$ cat config.mk
export PLATFORM = sky130hd
export DESIGN_NAME = return_stack
export DESIGN_NICKNAME = d
export VERILOG_FILES = /design/src/return_stack.sv
export SDC_FILE = /design/constraint.sdc
export NUM_CORES = 1
export LEC_CHECK = 0
export BUFFER_PORTS_ARGS = -buffer_cell sky130_fd_sc_hd__buf_2
export CORE_MARGIN = 2
export CORE_UTILIZATION = 50
export DETAILED_ROUTE_END_ITERATION = 7
export GPL_ROUTABILITY_DRIVEN = 0
export PLACE_DENSITY = 0.78
export SYNTH_ARGS = -nofsm -noshare
export SYNTH_HDL_FRONTEND = slang
export SYNTH_SLANG_ARGS = --single-unit
$ cat constraint.sdc
create_clock -name clk -period 6.8 [get_ports clk]
set_input_delay 0.68 -clock clk [delete_from_list [all_inputs] [get_ports clk]]
set_output_delay 0.68 -clock clk [all_outputs]
set_load 0.01 [all_outputs]
$ cat src/return_stack.sv
// Circular return address stack. Overflow silently wraps over the
// oldest entry and underflow wraps the pointer; nothing is flagged.
// Not repaired after a mispredict.
// ras_depth must be a power of two, at least 2.
`timescale 1ns/1ns

module return_stack #(
  parameter int ip_w      = 32,
  parameter int ras_depth = 16
) (
  input  logic            clk,
  input  logic            rst,
  input  logic            push,
  input  logic [ip_w-1:0] push_addr,
  input  logic            pop,
  output logic [ip_w-1:0] top
);

  localparam int ptr_w = $clog2(ras_depth);

  logic [ip_w-1:0]  stack [ras_depth];
  logic [ptr_w-1:0] sp;       // slot holding the current top
  logic [ptr_w-1:0] sp_up;
  logic [ptr_w-1:0] sp_down;

  assign sp_up   = sp + 1'b1;
  assign sp_down = sp - 1'b1;

  assign top = stack[sp];

  // push and pop never arrive together, one kind per chosen slot
  always_ff @(posedge clk) begin
    if (rst) begin
      sp <= '0;
      for (int i = 0; i < ras_depth; i++) begin
        stack[i] <= '0;
      end
    end else if (push) begin
      stack[sp_up] <= push_addr;
      sp           <= sp_up;
    end else if (pop) begin
      sp <= sp_down;
    end
  end

endmodule

# After elaboration in Yosys (flattened, before gate mapping)
# Memory sizes are Yosys's and may differ from the RTL's. A register that Yosys moved wholly into a read port is not among the register bits.
# Cells that the tools add are included.
[word_totals] reg_bits=4 mem_bits_rw=512 out_inout_bits=32 memories=1
[memory_table] name="stack" depth=16 word_bits=32 rd=1 rd_clocked_by_memory_dff=1 wr=16 line_no="21" source="logic [ip_w-1:0] stack [ras_depth];"
[op_classes] add_sub_neg=2 mux=12 n_reduce_logical=2
[op_table] cell="$mux W32" n=1
[op_table] cell="$reduce_or A32 Y1" n=1
[op_table] cell="$mux W4" n=5
[op_table] cell="$mux W1" n=6
[op_table] cell="$add A4 B1 Y4 const B" n=1
[op_table] cell="$sub A4 B1 Y4 const B" n=1
[op_table] cell="$reduce_bool A2 Y1" n=1

# Logic depth before layout (Yosys ltp)
# Gate-level depths: netlist of the first run.
[logic_depth] depth_word=5 ltp_mapped=7 mapped_depth_nobuf=6

# Worst setup path before layout of the first run
# OpenSTA, ideal clock, no wires.
[synth_path] path_type="register to register" from="reg sp[0]" to="mem stack[3][0], enable pin" setup_ns=0.428 arrival_ns=2.853 setup_slack_ns=3.519 path_stages_with_launch=7 synth_period_minus_slack_ns=3.281 cell_sequence="dfxtp_1 > ha_1 > or2_2 > o21ai_2 > o21ai_2 > clkbuf_1 > o21bai_1"
[synth_rtl] item="start, declared" line_no="22" source="logic [ptr_w-1:0] sp;"
[synth_rtl] item="start signal, assigned" line_no="40" source="sp <= sp_up;"
[synth_rtl] item="start signal, assigned" line_no="42" source="sp <= sp_down;"
[synth_rtl] item="end, declared" line_no="21"

==> results of run 1 <==
sequential cells by signal (all words and copies together), names as in the netlist, named ones only:
signal  count
stack     512
sp          4
routing by layer:
layer,GRT usage [%],part of all wire (%),wire (um)
met1,34.08,35,20740
met3,6.232,13,7742
met2,40.59,48,28500
met5,0,0.057,34
met4,9.110,3.6,2126
stage by stage:
step	total power (uW)	area [um^2]
floorplan	4427	22570
global route	7558	24990
detailed placement	4751	23450
finish	7377	24990
global placement	4722	23450
CTS	7377	24990
path summary, 6_finish.rpt:
kind             endpoint  startpoint  slack (ns)  cells after the start
max                top[2]   flip-flop        2.64                      5
min             flip-flop         pop        0.49                      4
max reg2reg  stack[7][18]       sp[1]        3.24                      7
min reg2reg         sp[2]       sp[2]        0.65                      2
cell usage after synthesis:
master | count | area share, %
a21oi_2 | 2 | 0.078
a221oi_1 | 1 | 0.039
a22oi_1 | 64 | 2.1
a32oi_1 | 1 | 0.039
and2_1 | 6 | 0.17
and2b_1 | 1 | 0.033
buf_1 | 9 | 0.15
buf_2 | 37 | 0.82
buf_4 | 28 | 0.93
buf_6 | 10 | 0.50
clkbuf_1 | 35 | 0.58
dfxtp_1 | 8 | 0.71
edfxtp_1 | 512 | 68
ha_1 | 6 | 0.33
inv_1 | 2 | 0.033
mux4_2 | 128 | 13
nand2_1 | 169 | 2.8
nand2b_1 | 2 | 0.055
nand4_1 | 1 | 0.028
nand4b_1 | 1 | 0.039
nor2_1 | 520 | 8.6
nor2b_1 | 4 | 0.11
nor3_1 | 1 | 0.022
o21ai_0 | 1 | 0.022
o21ai_1 | 1 | 0.022
o21ai_2 | 3 | 0.12
o21bai_1 | 16 | 0.53
or2_2 | 1 | 0.028
xnor2_1 | 2 | 0.078
xor2_1 | 1 | 0.039
cell families (layout without fill, tap and decap cells):
kind of cell    Yosys count  count (layout)  synth area share, %
simple gates            706             706                11.94
flops                   520             520                68.84
mux                     128             128                12.77
buf+inv                 121             188                3.016
compound gates           89              89                2.977
fa+ha+maj                 6               6               0.3327
xor+xnor                  3               3               0.1165
other cells               0               1                    0
worst max-delay path, cell delays in order, from the launching register on:
cell and delay [ns]:
dfxtp_4 0.98, buf_4 0.88, mux4_2 0.42, a22oi_1 0.20, nand2_1 0.20, buf_2 0.19
power breakdown:
part           internal (uW)  switching (uW)  total, uW  leakage (uW)
sequential              3680            94.8       3770       0.00537
clock                   1520            1160       2670      0.000753
combinational            319             614        933       0.00244
total                   5510            1860       7380       0.00855
layout make-up:
class	instances	share of cell area (%)
antenna	1	0.01001
clock buffer	63	5.286
clock inverter	26	0.8660
inverter	2	0.03004
multi-input combinational	932	26.37
sequential	520	62.18
tap	592	2.964
timing repair buffer	97	2.293
==> metrics.yaml, run 1 <==
synth:
  synth_cells: 1573
  synth_area_um2: 22570
  synth.net_count: 1615
  seq_area_frac_synth_pct: 68.84
  yosys_warnings: 0
  syn_area_per_cell_um2: 14.35
  ys_seq_elements: 520
  yosysUniqueCellTypes: 30
worst_setup_path:
  path_class: "flip-flop to output pin"
  crit_required_ns: 6.12
  crit_path_end_kind: "output pin"
  start_kind: "flip-flop"
  cp_max_fo: 66
  arrival_ns: 3.48
drt:
  drt_pass1_iterations: 5
  drtIter0Drc: 2044
  vias: 14065
  ant_nets: 0
  viasPerCell: 6.299
  wl_per_cell_um: 26.49
  drt-total-wl_um: 59140
  route.detailed.drc: 0
cts:
  clkTransAtPathRegs_ns: 0.06
  clock-sinks: 520
  cts_tree: "yes"
  cts_max_path_buffers: 3
  cts_root_buf: "clkbuf_16"
  htreeDepth: 2
  numCtsBuffers: 50
  post_cts_buffers: 0
  cts_resized: 0
  hold_buffers: 0
  clk_latency_ns: 0.58
floorplan:
  die_w_um: 216.4
  start_util_pct: 50.81
  num_rows: 77
  die_h_um: 216.4
  core_um2: 44410
  ioPinCount: 68
  die_area_um2: 46850
timing:
  fmax_ghz: 0.2406
  fin_crit_sh_pct: 61.13
  worst_pin_slew_ns: 1.224
  drv_slew: 0
  hold_viol: 0
  layout_min_cycle_time_ns: 4.157
  fin_worst_skew_ns: 0.01903
  worst_slack_ns: 2.643
  finalSetupTns_ns: 0
  hold_slack_ns: 0.4857
  slew_headroom_pct: 18.38
  finalSetupViolations: 0
  rsz0062_at_grt: "no"
global_route:
  antenna_found_initial: 4
  grt-ovfl-total: 0
  first_global_vias: 14287
  grt_usage_pct: 25.33
  grt_pass1_wl_um: 87550
  grt_max_degree: 79
place:
  io_buffers: 67
  dp_cells: 2143
  dpl_worst_slack_ns: 3.255
  dp_hpwl_um: 31660
finish:
  nFillCells: 3336
  area_growth_pct: 10.76
  final_cells: 2233
  multi_input_area_um2: 6590
  post-route-util_pct: 56.28
  layout_common_cells: "519 x nor2_1, 512 x edfxtp_1, 169 x nand2_1"
  drive_above_1_share_pct: 19.51
  seq_area_um2: 15540
  final_nets: 1645
  layout_commonest_cell: "nor2_1"
run_status:
  status: "completed"
pwr:
  ir_worst_vdd_mv: 0.1921
  power.density_nw_per_um2: 295.2
  leakagePower_uw: 0.008555
job:
  maxCapViolCount: 0
worst_hold_path:
  hold_class: "input pin to flip-flop"
(Power assumes the default switching activity.)
==> run 2: changes to the inputs <==
--- a/config.mk
+++ b/config.mk
@@ -10,7 +10,7 @@
 export CORE_UTILIZATION = 50
 export DETAILED_ROUTE_END_ITERATION = 7
 export GPL_ROUTABILITY_DRIVEN = 0
-export PLACE_DENSITY = 0.78
+export PLACE_DENSITY = 0.81
 export SYNTH_ARGS = -nofsm -noshare
 export SYNTH_HDL_FRONTEND = slang
 export SYNTH_SLANG_ARGS = --single-unit
==> constraint.sdc (replaced) <==
create_clock -name clk -period 3.8 [get_ports clk]
set_input_delay 0.38 -clock clk [delete_from_list [all_inputs] [get_ports clk]]
set_output_delay 0.38 -clock clk [all_outputs]
set_load 0.01 [all_outputs]
==> run 2 against run 1 <==
Effect of this change: wire length is 0.21% higher; first-iteration DRC count is 3.8% higher; sequential cell count stayed put; worst hold slack worse by 0.30 ns; non-clock buffer count is 15 higher; clock skew is 0.00091 ns higher; worst setup slack worse by 2.0 ns; sequential power is 77% higher; die area stayed put; clock-buffer cell count is 2 lower; via count is 1.5% higher; final cell count is 0.76% higher; critical endpoint is now stack[0][17]; largest power group unchanged; highest routed layer is now met4.
==> metrics.yaml, run 2 (synthesis gave the netlist of run 1 again) <==
run_status:
  status: "completed"  # unchanged
cts:
  clock-sinks: 520  # unchanged
  cts_tree: "yes"  # unchanged
  post_cts_buffers: 0  # unchanged
  htreeDepth: 2  # unchanged
  clkTransAtPathRegs_ns: 0.07  # was 0.06 ns
  clk_latency_ns: 0.58  # about the same
  cts_max_path_buffers: 3  # unchanged
  hold_buffers: 0  # unchanged
  cts_root_buf: "clkbuf_16"  # unchanged
  cts_resized: 0  # unchanged
  numCtsBuffers: 51  # was 50
timing:
  hold_slack_ns: 0.1844  # was 0.4857 ns
  layout_min_cycle_time_ns: 3.114
  slew_headroom_pct: 21.67  # was 18.38%
  worst_slack_ns: 0.6859  # was 2.643 ns
  fmax_ghz: 0.3211
  hold_viol: 0  # unchanged
  fin_worst_skew_ns: 0.01994  # was 0.01903 ns
  worst_pin_slew_ns: 1.171  # was 1.224 ns
  finalSetupTns_ns: 0  # unchanged
  rsz0062_at_grt: "no"  # unchanged
  drv_slew: 0  # unchanged
  finalSetupViolations: 0  # unchanged
  fin_crit_sh_pct: 81.95
pwr:
  power_frac_seq_pct: 50.1  # was 51.1%
  ir_worst_vdd_mv: 0.3550  # was 0.1921 mV
  switching_share_pct: 25.26  # was 25.27%
  power_frac_comb_pct: 13.2  # was 12.6%
  leakagePower_uw: 0.008676  # was 0.008555 uW
  clkPwrFrac_pct: 36.6  # was 36.2%
  p_switching_uw: 3368  # was 1864 uW
  power.density_nw_per_um2: 528.4  # was 295.2 nW/um^2
  intPower_uw: 9968  # was 5513 uW
floorplan:
  core_um2: 44410  # unchanged
  ioPinCount: 68  # unchanged
  start_util_pct: 50.81  # unchanged
  die_w_um: 216.4  # unchanged
  num_rows: 77  # unchanged
  die_h_um: 216.4  # unchanged
  die_area_um2: 46850  # unchanged
global_route:
  grt_max_degree: 85  # was 79
  antenna_found_initial: 1  # was 4
  first_global_vias: 14633  # was 14.29k
  grt_usage_pct: 25.57  # was 25.33%
  grt_pass1_wl_um: 89050  # was 87,550 um
  grt-ovfl-total: 0  # unchanged
finish:
  area_growth_pct: 11.83  # was 10.76%
  largestRegisters: "stack x512, sp x4"  # unchanged
  drive_above_1_share_pct: 20.46  # was 19.51%
  final_nets: 1661  # was 1,645
  largest_reg_flops: 512  # unchanged
  layout_common_cells: "519 x nor2_1, 512 x edfxtp_1, 169 x nand2_1"  # unchanged
  nFillCells: 3223  # was 3,336
  regMostFlops: "stack"  # unchanged
  layout_commonest_cell: "nor2_1"  # unchanged
  post-route-util_pct: 56.82  # was 56.28%
worst_setup_path:
  crit_path_end_kind: "flip-flop"  # was output pin
  arrival_ns: 3.41  # was 3.48 ns
  cp_max_fo: 60  # was 66
  crit_family: "compound AO/OA/AOI/OAI gates"  # was buffers and inverters
  slowest_stage: "o21ai_4"  # was dfxtp_4
  start_kind: "flip-flop"  # unchanged
  critical_path.max_stage_delay_ns: 0.90  # was 0.98 ns
  path_cells: "ha_1 -> or2_2 -> o21ai_2 -> o21ai_4 -> buf_4 -> nor2_1"  # was buf_4 -> mux4_2 -> a22oi_1 -> nand2_1 -> buf_2
  crit_required_ns: 4.10  # was 6.12 ns
  crit_buf_inv: 1  # was 2
  path_class: "flip-flop to flip-flop"  # was flip-flop to output pin
place:
  dpl_worst_slack_ns: 0.7633  # was 3.255 ns
  dp_hpwl_um: 34340  # was 31,660 um
  io_buffers: 67  # unchanged
drt:
  drtIter0Drc: 2122  # was 2,044
  ant_nets: 0  # unchanged
  drt-total-wl_um: 59270  # was 59,140 um
  drt_pass1_iterations: 6  # was 5
  vias: 14271  # was 14.07k
  viasPerCell: 6.343  # was 6.299
  wl_per_cell_um: 26.34  # was 26.49 um
  route.detailed.drc: 0  # unchanged
job:
  maxCapViolCount: 0  # unchanged
worst_hold_path:
  hold_class: "input pin to flip-flop"  # unchanged
-- run 2: cell types whose count changed in the layout (fill, tap and decap cells not counted) --
cell        delta
buf_4          +8
buf_12         +7
clkbuf_1       -2
clkinvlp_4     +2
bufinv_16      +1
clkinv_2       +1
-- run 2: power by group through the flow --
stage | clock network (uW) | logic (uW) | registers, uW
finish | 4880 | 1760 | 6690
floorplan | 0 | 1170 | 6750
detailed placement | 0 | 1740 | 6800
global placement | 0 | 1710 | 6780
global route | 5100 | 1860 | 6710
CTS | 4880 | 1750 | 6690
-- run 2: final cells by class --
class,count,area [um^2],share of cell area (%)
clock buffers,61,1314,5.206
diodes,1,2.502,0.009916
clock inverters,30,266.5,1.056
multi-input cells,932,6590,26.11
well taps,592,740.7,2.935
repair buffers,112,773.2,3.064
inverters,2,7.507,0.02975
flip-flops and latches,520,15540,61.59
-- run 2: worst reg2reg max path: cells and delay by family, from the launching register on --
family          cells  cell delay, ns
fa+ha+maj           1            0.31
flops               1            0.49
compound gates      2            0.99
buf+inv             1            0.72
simple gates        2            0.33
-- run 2: metal layers --
metal  part of all wire [%]  global-route usage (%)  wire length [um]
met5                      0                       0                 0
met4                    3.3                   9.406              1968
met3                     14                   6.218              8036
met2                     48                   41.29             28680
met1                     35                   34.03             20590
-- run 2: path summary, 6_finish.rpt --
path / startpoint / endpoint / slack, ns / cells after the start
hold / removal: pop / flip-flop / 0.18 / 4
hold reg to reg: sp[2] / flip-flop / 0.65 / 2
setup / recovery: sp[1] / stack[0][17] / 0.69 / 6
setup reg to reg: sp[1] / stack[0][17] / 0.69 / 6
-- run 2: metrics by stage --
stage                     cells  total power, uW  cell area, um^2
after floorplan            1573             7921            22570
after global placement     2158             8488            23650
after detailed placement   2158             8539            23650
after CTS                  2249            13320            25230
after global routing       2249            13670            25230
final                      2250            13340            25240
