[config.mk]
export PLATFORM = sky130hd
export DESIGN_NAME = fetch_sequencer
export DESIGN_NICKNAME = d
export VERILOG_FILES = /design/src/frontend_pkg.sv /design/src/fetch_sequencer.sv
export SDC_FILE = /design/constraint.sdc
export NUM_CORES = 1
export LEC_CHECK = 0
export BUFFER_PORTS_ARGS = -buffer_cell sky130_fd_sc_hd__buf_2
export CAP_MARGIN = 25
export CORE_AREA = 5 5 129 131
export CTS_BUF_LIST = sky130_fd_sc_hd__clkbuf_4
export CTS_CLUSTER_DIAMETER = 40
export DETAILED_ROUTE_END_ITERATION = 16
export DIE_AREA = 0 0 134 136
export PLACE_DENSITY = 0.56
export SETUP_SLACK_MARGIN = 0.4
export SYNTH_ARGS = -nofsm -noshare
export SYNTH_HDL_FRONTEND = slang
export SYNTH_SLANG_ARGS = --single-unit
[constraint.sdc]
create_clock -name clk -period 2.27 [get_ports clk]
set_input_delay 0.227 -clock clk [delete_from_list [all_inputs] [get_ports clk]]
set_output_delay 0.227 -clock clk [all_outputs]
set_load 0.02 [all_outputs]
[src/frontend_pkg.sv]
// Shared types and fixed widths for the branch-predicting fetch unit.
// Widths here are fixed; the module parameters set in fetch_top must
// agree with ip_w and tb_idx_w below, and ght_w must not exceed hist_w.
// Fetch works on 16-byte lines with two branch slots per line.
package frontend_pkg;

  localparam int line_bytes = 16;
  localparam int line_lsb   = $clog2(line_bytes);
  localparam int slots      = 2;
  localparam int slot_w     = $clog2(slots);
  localparam int pred_idx_w = 8;   // index of each predictor table

  localparam int ip_w     = 32;
  localparam int tb_idx_w = 6;
  localparam int tag_w    = ip_w - line_lsb - tb_idx_w;  // ip bits above the line index
  localparam int hist_w   = 8;     // history carried on retire

  typedef enum logic [1:0] {
    cond   = 2'd0,
    uncond = 2'd1,
    call   = 2'd2,
    ret    = 2'd3
  } branch_kind_t;

  // one target buffer slot
  typedef struct packed {
    logic              valid;
    branch_kind_t      kind;
    logic [tag_w-1:0]  tag;
    logic [ip_w-1:0]   target;
  } tb_entry_t;

  // retire report, counts only in the cycle valid is high
  typedef struct packed {
    logic              valid;
    logic              mispredict;
    logic [slot_w-1:0] slot;
    branch_kind_t      kind;
    logic [ip_w-1:0]   src_ip;   // address of the branch
    logic [ip_w-1:0]   target;   // resolved next ip
    logic [hist_w-1:0] ght;      // history to restore
  } retire_t;

  typedef struct packed {
    logic              taken;
    logic [slot_w-1:0] slot;
    logic [ip_w-1:0]   target;
  } pred_t;

endpackage

[src/fetch_sequencer.sv]
// Fetch sequencer: holds the fetch ip and global history, picks the
// first taken slot of the current line and chooses the next ip.
// A retire mispredict wins over the prediction in the same cycle and
// suppresses the stack push/pop of the discarded path.
// Next ips are line addresses, the low four bits of targets are dropped.
// ght_w must be between 6 and the package history width.
`timescale 1ns/1ns

module fetch_sequencer #(
  parameter int              ip_w     = 32,
  parameter int              ght_w    = 8,
  parameter logic [ip_w-1:0] reset_ip = 32'h0000_1000
) (
  input  logic                                             clk,
  input  logic                                             rst,
  input  logic [frontend_pkg::slots-1:0]                   hit,
  input  frontend_pkg::tb_entry_t [frontend_pkg::slots-1:0] entry,
  input  logic [frontend_pkg::slots-1:0]                   dir,
  input  logic [ip_w-1:0]                                  top,
  input  frontend_pkg::retire_t                            retire,
  output logic                                             push,
  output logic [ip_w-1:0]                                  push_addr,
  output logic                                             pop,
  output logic [ip_w-1:0]                                  fetch_ip,
  output logic [ght_w-1:0]                                 fetch_ght,
  output frontend_pkg::pred_t                              pred
);

  localparam int lsb = frontend_pkg::line_lsb;

  logic [frontend_pkg::slots-1:0]  take;
  logic [frontend_pkg::slot_w-1:0] pick;
  frontend_pkg::tb_entry_t         pick_e;
  logic [ip_w-1:0]                 line_next;
  logic                            redirect;

  assign line_next = fetch_ip + ip_w'(frontend_pkg::line_bytes);
  assign redirect  = retire.valid && retire.mispredict;

  always_comb begin
    take = '0;
    pick = '0;
    for (int s = 0; s < frontend_pkg::slots; s++) begin
      take[s] = hit[s] && (entry[s].kind != frontend_pkg::cond || dir[s]);
    end
    // walk down so the lowest taken slot wins
    for (int s = frontend_pkg::slots - 1; s >= 0; s--) begin
      if (take[s]) pick = s[frontend_pkg::slot_w-1:0];
    end
    pick_e      = entry[pick];
    pred.taken  = |take;
    pred.slot   = pick;
    pred.target = (pick_e.kind == frontend_pkg::ret) ? top : pick_e.target;
  end

  assign push      = !redirect && pred.taken && (pick_e.kind == frontend_pkg::call);
  assign pop       = !redirect && pred.taken && (pick_e.kind == frontend_pkg::ret);
  assign push_addr = line_next;   // return lands on the next line

  always_ff @(posedge clk) begin
    if (rst) begin
      fetch_ip  <= reset_ip;
      fetch_ght <= '0;
    end else if (redirect) begin
      fetch_ip  <= {retire.target[ip_w-1:lsb], {lsb{1'b0}}};
      fetch_ght <= retire.ght[ght_w-1:0];
    end else begin
      if (pred.taken) begin
        fetch_ip <= {pred.target[ip_w-1:lsb], {lsb{1'b0}}};
      end else begin
        fetch_ip <= line_next;
      end
      if (|hit) fetch_ght <= {fetch_ght[ght_w-2:0], pred.taken};  // history moves on hits only
    end
  end

endmodule

# ---- Word level (Yosys, flattened, before mapping)
# Index checks and enable logic that the tools add are counted.
# W data, S select, Z words.
dict set report word_totals {
  register_bits 40
  latchBits 0
  ram_bits 0
  mem_bits_ro 0
  inputBits 229
  output_inout_bits 108
  word_cells 31
  n_memories 0
}
dict set report op_classes {
  addsub 1
  n_mul 0
  div 0
  n_lt_le_gt_ge 1
  eq_ne 2
  shifts 0
  muxes 9
  bitwise_logic 0
  reduce_logical 15
}
# operator n
set op_table {}
lappend op_table {{$mux W56} 2}
lappend op_table {{$mux W32} 3}
lappend op_table {{$add A32 B5 Y32 const B} 1}
lappend op_table {{$mux W8} 2}
lappend op_table {{$logic_and A1 B1 Y1} 6}
lappend op_table {{$reduce_bool A2 Y1} 3}
lappend op_table {{$eq A2 B2 Y1 const B} 2}
lappend op_table {{$reduce_or A2 Y1} 2}
lappend op_table {{$reduce_or A4 Y1} 1}
lappend op_table {{$logic_or A1 B1 Y1} 2}
lappend op_table {{$lt A1 B2 Y1 const B} 1}
lappend op_table {{$mux W1} 2}
lappend op_table {{$logic_not A1 Y1} 1}

# ---- Longest topological paths before layout
# Gate-level depths: netlist of the first run.
dict set report depth {
  ltp_word 11
  mapped_depth 8
  depth_no_buf 6
}

# ---- Worst setup path before layout of the first run
# No wires, ideal clock.
dict set report synth_path {
  path_type {register -> output}
  from {register fetch_ip[6]}
  to {output port push_addr[19]}
  arrival_time_ps 1793
  required_time_ps 2043
  setup_slack_ps 250
  stages_incl_launch_ff 6
  n_path_buf 1
  cell_sequence {dfxtp_1 -> nand4_2 -> or2_1 -> buf_2 -> o31a_1 -> or2_1}
}
dict set report synth_via {
  elab_chain_len 1
}
# element line_no
set synth_rtl {}
lappend synth_rtl {{start: declaration} fetch_sequencer.sv:24} ;# output logic [ip_w-1:0] fetch_ip,
lappend synth_rtl {{start signal: assignment} fetch_sequencer.sv:62} ;# fetch_ip <= reset_ip;
lappend synth_rtl {{start signal: assignment} fetch_sequencer.sv:65} ;# fetch_ip <= {retire.target[ip_w-1:lsb], {lsb{1'b0}}};
lappend synth_rtl {{start signal: assignment} fetch_sequencer.sv:69} ;# fetch_ip <= {pred.target[ip_w-1:lsb], {lsb{1'b0}}};
lappend synth_rtl {{$add A32 B5 Y32} fetch_sequencer.sv:37} ;# assign line_next = fetch_ip + ip_w'(frontend_pkg::line_bytes);
lappend synth_rtl {{end: declaration} fetch_sequencer.sv:22} ;# output logic [ip_w-1:0] push_addr,
# Every way passes these cells.

# ---- Worst setup path after layout of the first run
dict set report layout_path {
  from {register fetch_ip[6]}
  to {output port push_addr[18]}
}
# Same word-level chain as after synthesis.

==> metrics.log, run 1 <==
[metrics] Worst Path Arrival: 1.97 ns
[metrics] Reg2Reg Depth: 6
[metrics] die width: 134 um
[metrics] Post-synth top cells: 57 x sky130_fd_sc_hd__nand2_1, 36 x sky130_fd_sc_hd__dfxtp_1, 30 x sky130_fd_sc_hd__a21oi_1
[metrics] crit share post-route: 96.68%
[metrics] first-pass GRT wire length: 26,340 um
[metrics] initial antenna violation count: 5
[metrics] count of non-filler cells in the finished layout: 940
[metrics] Area contributors post-synth: sky130_fd_sc_hd__dfxtp_1 22%, sky130_fd_sc_hd__nand2_1 6.6%, sky130_fd_sc_hd__a21oi_1 4.6%, sky130_fd_sc_hd__a31oi_1 3.7%, sky130_fd_sc_hd__mux2i_1 3.4%
[metrics] leak pwr: 2.851 nW
[metrics] maximum number of pins on one net before global-route repair: 33
[metrics] register area share after synthesis: 22.14%
[metrics] Die Outline Area: 0.01822 mm2
[metrics] status: completed
[metrics] Combinational Power Share: 53.5%
[metrics] I/O pin cnt: 337
[metrics] vias per std cell: 5.070
[metrics] Synth cell types: 54
[metrics] switching power total: 0.001156 W
[metrics] routed len/inst: 19.87 um
[metrics] Pwr Density: 439.0 mW/mm2
[metrics] reg-to-reg startpoint: fetch_ip[11]$_SDFF_PP0_
[metrics] Hold Path Class: in -> reg
[metrics] Tightest Pin Transition: 0.6027 ns
[metrics] Post-DRT Antenna Nets: 0
[metrics] overall routing resource usage: 18.78%
[metrics] setup-violating endpoint count in the final report: 0
[metrics] clock period minus final worst setup slack: 2.195 ns
[metrics] cell area after synthesis: 0.003256 mm2
[metrics] Worst setup EP type: primary output
[metrics] Routability Congestion: 0.8313
[metrics] startpoint types: flop
[metrics] part of the total power dissipated in sequential elements: 28.4%
[metrics] share of final-layout standard cells stronger than drive strength 1: 60.51%
[metrics] count of buffers inserted at the top-level ports: 243
[metrics] drt pass-1 iters: 4
[metrics] cell count after synthesis: 449
[metrics] worst hold path endpoint: fetch_ip[16]$_SDFF_PP0_
[metrics] async set-or-reset flop fraction in the synthesized netlist: 0%
[metrics] Synth Warn #: 0
[metrics] Post-synth EDFFs: 0
[metrics] hold slack: 0.04012 ns
[metrics] startpoint of the most critical hold path: retire[24]
[metrics] Max Fanout on Critical Path: 6
[metrics] 1st-iter DRT viols: 271
[metrics] crit path from: fetch_ip[6]$_SDFF_PP0_
[metrics] clock network latency to the later pin of the worst-skew pair: 0.40 ns
[metrics] clock tree root driver cell: sky130_fd_sc_hd__clkbuf_4
[metrics] depth of the CTS H-tree: 2
[metrics] Via Count: 4,766
[metrics] Data required, critical path: 2.04 ns
[metrics] # hold bufs at CTS: 0
[metrics] Synth-to-Final Area Change: 92.12%
[metrics] number of rows in the core area: 46
[metrics] number of nets in the finished design: 976
[metrics] final hold violation count: 0
[metrics] number of storage elements in the synthesis netlist: 36
[metrics] area of all sequential standard cells: 778.2 um2
[metrics] final wirelength: 18,680 um
[metrics] remaining max-slew budget at the tightest pin: 59.82%
[metrics] core area: 0.01548 mm2
[metrics] Critical R2R Capture: fetch_ip[31]$_SDFF_PP0_
[metrics] ys flop type: sky130_fd_sc_hd__dfxtp_1
[metrics] leading area contributor after synthesis: sky130_fd_sc_hd__dfxtp_1
[metrics] GRT overflow: 0
[metrics] final-layout fill cell count: 1,599
[metrics] fraction of synthesized cell area taken by the top area cell type: 22.14%
[metrics] Post-route DRC: 0
[metrics] mean instance size in the synthesized netlist: 7.251 um2
[metrics] internal power component: 0.001590 W
[metrics] maximum vdd drop: 289.2 uV
[metrics] number of max-cap violations: 0
[metrics] Multi-input gate area: 0.002860 mm2
[metrics] Die H: 136 um
[metrics] share of total power in the clock network: 18.1%
[metrics] max-slew violations: 0
[metrics] switching share of power: 42.10%
[metrics] clock-pin slew on the worst setup and hold paths: 0.15 ns
[metrics] RSZ-0062 raised after global routing: yes
[metrics] most frequent cell after synthesis: sky130_fd_sc_hd__nand2_1
[metrics] vias in the first global route: 4,614
[metrics] starting density of the core: 21.03%
[metrics] maximum buffer depth of the clock tree: 2
[metrics] clock net sink count: 36
[metrics] count of placed standard cells including taps: 872
[metrics] clock tree from TritonCTS: done
[metrics] Crit Path Category: reg -> out
[metrics] number of cells on the worst hold path: 2
[metrics] half-perimeter wire length of the detailed placement result: 13,520 um
[metrics] highest clock frequency the design can meet: 0.4556 GHz
[metrics] R2R setup slack: 0.44 ns
[metrics] Inserted Clock Buffers: 5
[metrics] skew final: 0.02257 ns
[cells by family after synthesis]
group                      Yosys count  share of synthesized area, %
AOI/OAI and AO/OA                  143                         32.01
xor gates and xnor gates            13                         3.497
adders and majority gates            1                        0.3843
buffers and inverters               59                         8.916
DFF                                 36                         22.14
muxes                               12                         3.728
other                                1                        0.1152
and+or+nand+nor                    184                         29.21
[per-layer routing]
layer / share of wire, % / wire [um] / GRT usage, %
met5: 0.26 / 48 / 0
met4: 2.0 / 378 / 5.086
met3: 7.2 / 1337 / 5.033
met2: 48 / 8926 / 31.39
met1: 43 / 7984 / 23.92
[worst max-delay path by stage]
| stage | to | slack, ns | cells after the start |
|---|---|---|---|
| 6_report | push_addr[18] | 0.08 | 6 |
| 5_1_grt | push_addr[30] | -0.01 | 6 |
| 4_1_cts | push_addr[18] | 0.07 | 6 |
| 3_5_place_dp | fetch_ip[31]$_SDFF_PP0_ | 0.13 | 6 |
| 3_3_place_gp | pred[19] | 0.14 | 8 |
| 2_1_floorplan | pred[0] | 0.32 | 7 |
[power groups by stage]
stage               registers, W  logic (W)  clock network [W]
floorplan               0.000851   0.000579                  0
global placement        0.000791    0.00112                  0
detailed placement      0.000793    0.00112                  0
CTS                     0.000774    0.00134           0.000518
global route            0.000790    0.00156           0.000547
finish                  0.000779    0.00147           0.000498
[state kept, by name, summed over array words and instances, names as in the netlist]
name	flops
fetch_ght	8
fetch_ip	28
[final cells by class]
| class | count | area share, % |
|---|---|---|
| clock buffers | 5 | 0.6001 |
| multi-input cells | 361 | 45.73 |
| flip-flops and latches | 36 | 12.44 |
| inverters | 16 | 1.080 |
| diodes | 1 | 0.04001 |
| repair buffers | 326 | 35.59 |
| well taps | 192 | 3.841 |
| clock inverters | 3 | 0.6801 |
[metrics by stage]
step	total power, W	utilization [%]	setup TNS (ns)	setup slack (ns)	area (um2)
after floorplan	0.001431	-	0	0.3200	3304
after global placement	0.001913	30.59	0	0.1357	4736
after detailed placement	0.001914	30.59	0	0.1253	4736
after CTS	0.002629	37.16	0	0.06758	5753
after global routing	0.002897	40.40	-0.02471	-0.009919	6255
final	0.002746	40.40	0	0.07531	6255
[critical path, cell delays in order (launching register included)]
cell,delay (ns)
sky130_fd_sc_hd__dfxtp_4,0.40
sky130_fd_sc_hd__and4_4,0.25
sky130_fd_sc_hd__nand3_4,0.08
sky130_fd_sc_hd__buf_6,0.15
sky130_fd_sc_hd__or4b_4,0.49
sky130_fd_sc_hd__nand2_2,0.08
sky130_fd_sc_hd__buf_6,0.11
[placed cells by master, fill, tap and decap left out, types with 7 or more instances in the layout]
cell type,synthesis,final
sky130_fd_sc_hd__inv_1,15,15
sky130_fd_sc_hd__a311oi_1,7,7
sky130_fd_sc_hd__nor3_1,16,7
sky130_fd_sc_hd__a21oi_2,1,12
sky130_fd_sc_hd__o2bb2ai_1,8,8
sky130_fd_sc_hd__dfxtp_1,36,16
sky130_fd_sc_hd__o21ai_0,11,9
sky130_fd_sc_hd__or2_4,0,8
sky130_fd_sc_hd__nand4_1,12,12
sky130_fd_sc_hd__mux2i_1,11,8
sky130_fd_sc_hd__a21oi_1,30,14
sky130_fd_sc_hd__nor2_1,21,19
sky130_fd_sc_hd__o21ai_1,6,8
sky130_fd_sc_hd__dfxtp_4,0,13
sky130_fd_sc_hd__nand3_1,15,12
sky130_fd_sc_hd__a22oi_1,10,10
sky130_fd_sc_hd__a31oi_1,19,16
sky130_fd_sc_hd__buf_6,2,37
sky130_fd_sc_hd__dfxtp_2,0,7
sky130_fd_sc_hd__o31a_1,12,12
sky130_fd_sc_hd__buf_4,12,78
sky130_fd_sc_hd__nor3_2,1,8
sky130_fd_sc_hd__buf_2,7,199
sky130_fd_sc_hd__nand2_2,2,8
sky130_fd_sc_hd__conb_1,1,8
sky130_fd_sc_hd__nand2_1,57,49
[timing repair]
item | 4_1_cts | 5_1_grt
hold endpoints to repair | 0 | 0
setup buffers | 36 | 19
gates cloned | 3 | 1
pin swaps | 45 | 33
setup endpoints to repair | 50 | 60
gates resized for setup | 159 | 79
Power figures use the tool's default switching activity.
==> run 2: changes to the inputs <==
==> config.mk (replaced) <==
export PLATFORM = sky130hd
export DESIGN_NAME = fetch_sequencer
export DESIGN_NICKNAME = d
export VERILOG_FILES = /design/src/frontend_pkg.sv /design/src/fetch_sequencer.sv
export SDC_FILE = /design/constraint.sdc
export NUM_CORES = 1
export LEC_CHECK = 0
export CAP_MARGIN = 25
export CORE_AREA = 5 5 128 130
export CTS_BUF_LIST = sky130_fd_sc_hd__clkbuf_4
export CTS_CLUSTER_DIAMETER = 40
export DETAILED_ROUTE_END_ITERATION = 16
export DIE_AREA = 0 0 133 135
export DONT_BUFFER_PORTS = 1
export PLACE_DENSITY = 0.38
export SETUP_SLACK_MARGIN = 0.4
export SYNTH_ARGS = -nofsm -noshare
export SYNTH_HDL_FRONTEND = slang
export SYNTH_SLANG_ARGS = --single-unit
==> run 2 against run 1 <==
Against the previous run: sequential share of layout area is 2.8 points higher; first-iteration DRC count shrank 20%; cell count is 22% lower; non-clock buffer count down 207; setup slack is essentially flat; utilization decreased by 7.0 points.
==> metrics.log, run 2 (same netlist as run 1, synthesis figures left out) <==
[metrics] status: completed (unchanged)
[metrics] vias in the first global route: 4,052 (was 4,614)
[metrics] vias per std cell: 5.475 (was 5.070)
[metrics] setup-violating endpoint count in the final report: 0 (unchanged)
[metrics] cell with the largest stage delay on the worst path: sky130_fd_sc_hd__or4b_4 (unchanged)
[metrics] Critical Path, Cell by Cell: and4_4 -> nand2_2 -> or4b_4 -> nand2_4 (was and4_4 -> nand3_4 -> buf_6 -> or4b_4 -> nand2_2 -> buf_6)
[metrics] maximum buffer depth of the clock tree: 2 (unchanged)
[metrics] clock tree from TritonCTS: done (unchanged)
[metrics] Die H: 135 um (was 136 um)
[metrics] Routability Congestion: 0.8400 (was 0.8313)
[metrics] Post-route DRC: 0 (unchanged)
[metrics] flip-flop count of the largest register, all copies and words added: 28 (unchanged)
[metrics] GRT overflow: 0 (unchanged)
[metrics] Synth-to-Final Area Change: 54.23% (was 92.12%)
[metrics] startpoint types: flop (unchanged)
[metrics] I/O pin cnt: 337 (unchanged)
[metrics] 1st-iter DRT viols: 218 (was 271)
[metrics] highest clock frequency the design can meet: 0.4556 GHz (about the same)
[metrics] pre-CTS setup slack: 0.06957 ns (was 0.1253 ns)
[metrics] reg-to-reg startpoint: fetch_ip[7]$_SDFF_PP0_ (was fetch_ip[11]$_SDFF_PP0_)
[metrics] Crit Path Category: reg -> out (unchanged)
[metrics] commonest non-fill, non-tap cells in the layout: 72 x sky130_fd_sc_hd__buf_4, 50 x sky130_fd_sc_hd__nand2_1, 28 x sky130_fd_sc_hd__a21oi_1 (was 199 x sky130_fd_sc_hd__buf_2, 78 x sky130_fd_sc_hd__buf_4, 49 x sky130_fd_sc_hd__nand2_1)
[metrics] Max Fanout on Critical Path: 5 (was 6)
[metrics] routed len/inst: 23.22 um (was 19.87 um)
[metrics] clock net sink count: 36 (unchanged)
[metrics] register with the highest flop count: fetch_ip (unchanged)
[metrics] number of max-cap violations: 0 (unchanged)
[metrics] registers with the most flip-flops: fetch_ip (28), fetch_ght (8) (unchanged)
[metrics] depth of the CTS H-tree: 2 (unchanged)
[metrics] share of final-layout standard cells stronger than drive strength 1: 36.11% (was 60.51%)
[metrics] Hold Path Class: in -> reg (unchanged)
[metrics] Via Count: 3,991 (was 4,766)
[metrics] count of placed standard cells including taps: 675 (was 872)
[metrics] number of rows in the core area: 45 (was 46)
[metrics] final hold violation count: 0 (unchanged)
[metrics] maximum cell stage delay along the critical path: 0.59 ns (was 0.49 ns)
[metrics] drt pass-1 iters: 4 (unchanged)
[metrics] clock network latency to the later pin of the worst-skew pair: 0.38 ns (was 0.40 ns)
[metrics] overall routing resource usage: 17.74% (was 18.78%)
[metrics] Tightest Pin Transition: 1.021 ns (was 0.6027 ns)
[metrics] Die Outline Area: 0.01796 mm2 (was 0.01822 mm2)
[metrics] Data required, critical path: 2.04 ns (about the same)
[metrics] initial antenna violation count: 1 (was 5)
[metrics] worst hold path endpoint: fetch_ip[15]$_SDFF_PP0_ (was fetch_ip[16]$_SDFF_PP0_)
[metrics] Worst setup EP type: primary output (unchanged)
[metrics] Total Power Consumption: 0.002430 W (was 0.002746 W)
[metrics] clock tree root driver cell: sky130_fd_sc_hd__clkbuf_4 (unchanged)
[metrics] number of nets in the finished design: 769 (was 976)
[metrics] core area: 0.01503 mm2 (was 0.01548 mm2)
[metrics] Pwr Density: 484.1 mW/mm2 (was 439.0 mW/mm2)
[metrics] max-slew violations: 0 (unchanged)
[metrics] maximum vdd drop: 192.1 uV (was 289.2 uV)
[metrics] remaining max-slew budget at the tightest pin: 31.93% (was 59.82%)
[metrics] count of non-filler cells in the finished layout: 729 (was 940)
[metrics] clock-pin slew on the worst setup and hold paths: 0.14 ns (was 0.15 ns)
[metrics] number of cells on the worst hold path: 2 (unchanged)
[metrics] Reg2Reg Depth: 7 (was 6)
[metrics] Critical R2R Capture: fetch_ip[17]$_SDFF_PP0_ (was fetch_ip[31]$_SDFF_PP0_)
[metrics] count of buffer and inverter cells on the critical path: 0 (was 2)
[metrics] startpoint of the most critical hold path: retire[23] (was retire[24])
[metrics] starting density of the core: 21.66% (was 21.03%)
[metrics] worst-case setup margin in the final layout: 0.07508 ns (was 0.07531 ns)
[metrics] Inserted Clock Buffers: 5 (unchanged)
[metrics] Post-DRT Antenna Nets: 0 (unchanged)
[metrics] final wirelength: 16,930 um (was 18,680 um)
[metrics] clock period minus final worst setup slack: 2.195 ns (about the same)
[metrics] RSZ-0062 raised after global routing: yes (unchanged)
[metrics] count of buffers inserted at the top-level ports: 0 (was 243)
[metrics] first-pass GRT wire length: 24,540 um (was 26,340 um)
[metrics] leak pwr: 1.979 nW (was 2.851 nW)
[metrics] R2R setup slack: 0.45 ns (was 0.44 ns)
[metrics] crit share post-route: 96.69% (was 96.68%)
[metrics] die width: 133 um (was 134 um)
[metrics] skew final: 0.01859 ns (was 0.02257 ns)
[metrics] maximum number of pins on one net before global-route repair: 33 (unchanged)
[metrics] most frequent standard cell in the layout excluding fill and tap cells: sky130_fd_sc_hd__buf_4 (was sky130_fd_sc_hd__buf_2)
[metrics] critical path's top delay family: simple AND/OR/NAND/NOR gates (unchanged)
[metrics] half-perimeter wire length of the detailed placement result: 12,900 um (was 13,520 um)
[metrics] Worst Path Arrival: 1.97 ns (about the same)
[run 2: what timing repair did]
action,CTS,global route
hold buffers,23,0
gates cloned,2,0
resized for setup,87,50
endpoints found under the hold margin,35,0
setup buffers,15,5
pin swaps,34,27
setup endpoints to repair,41,40
[run 2: cell type report]
cell class / count / area (um2)
Clock buffer: 5 / 37.54
Clock inverter: 3 / 42.54
Timing Repair Buffer: 119 / 1127
Antenna cell: 1 / 2.502
Fill cell: 1577 / 10010
Inverter: 16 / 65.06
Tap cell: 188 / 235.2
Multi-Input combinational cell: 361 / 2748
Sequential cell: 36 / 763.2
[run 2: worst reg2reg max path, cell delays in order, from the launching register on]
cell                      delay [ns]
sky130_fd_sc_hd__dfxtp_4        0.46
sky130_fd_sc_hd__nand4_4        0.13
sky130_fd_sc_hd__or2_4          0.33
sky130_fd_sc_hd__buf_12         0.17
sky130_fd_sc_hd__buf_8          0.13
sky130_fd_sc_hd__o21ai_4        0.15
sky130_fd_sc_hd__a21oi_1        0.09
sky130_fd_sc_hd__a221o_1        0.25
[run 2: worst max path at each step]
stage                            start             to  slack, ns  cells after the start
2_1_floorplan                entry[55]        pred[0]       0.32                      7
3_3_place_gp                entry[112]       pred[19]       0.08                      7
3_5_place_dp                entry[112]       pred[19]       0.07                      7
4_1_cts         fetch_ip[7]$_SDFF_PP0_  push_addr[17]       0.08                      5
5_1_grt        fetch_ip[13]$_SDFF_PP0_  push_addr[18]      -0.01                      4
6_report       fetch_ip[13]$_SDFF_PP0_  push_addr[18]       0.08                      4
[run 2: per-stage QoR]
stage | cell area (um2) | util [%] | hold slack (ns) | setup TNS (ns)
2_1_floorplan | 3304 | - | 0.3430 | 0
3_3_place_gp | 3882 | 25.83 | 0.3007 | 0
5_1_grt | 5021 | 33.40 | 0.01215 | -0.03121
4_1_cts | 4733 | 31.49 | 0.003664 | 0
6_report | 5021 | 33.40 | 0.04955 | 0
3_5_place_dp | 3894 | 25.90 | 0.3007 | 0
[run 2: power breakdown]
group | switching (W) | leakage (nW) | total, W | internal [W]
Sequential | 0.000123 | 0.306 | 0.000823 | 0.000699
Combinational | 0.000656 | 1.63 | 0.00111 | 0.000456
Clock | 0.000266 | 0.0412 | 0.000495 | 0.000230
[run 2: layer usage]
layer  GRT usage, %  routed length (um)  vias to the layer above
met5              0                   0                        -
met4          4.157                 187                        0
met3          4.918                1283                       16
met2          29.03                8106                      183
met1          23.21                7352                     1927
li1               -                   -                     1865
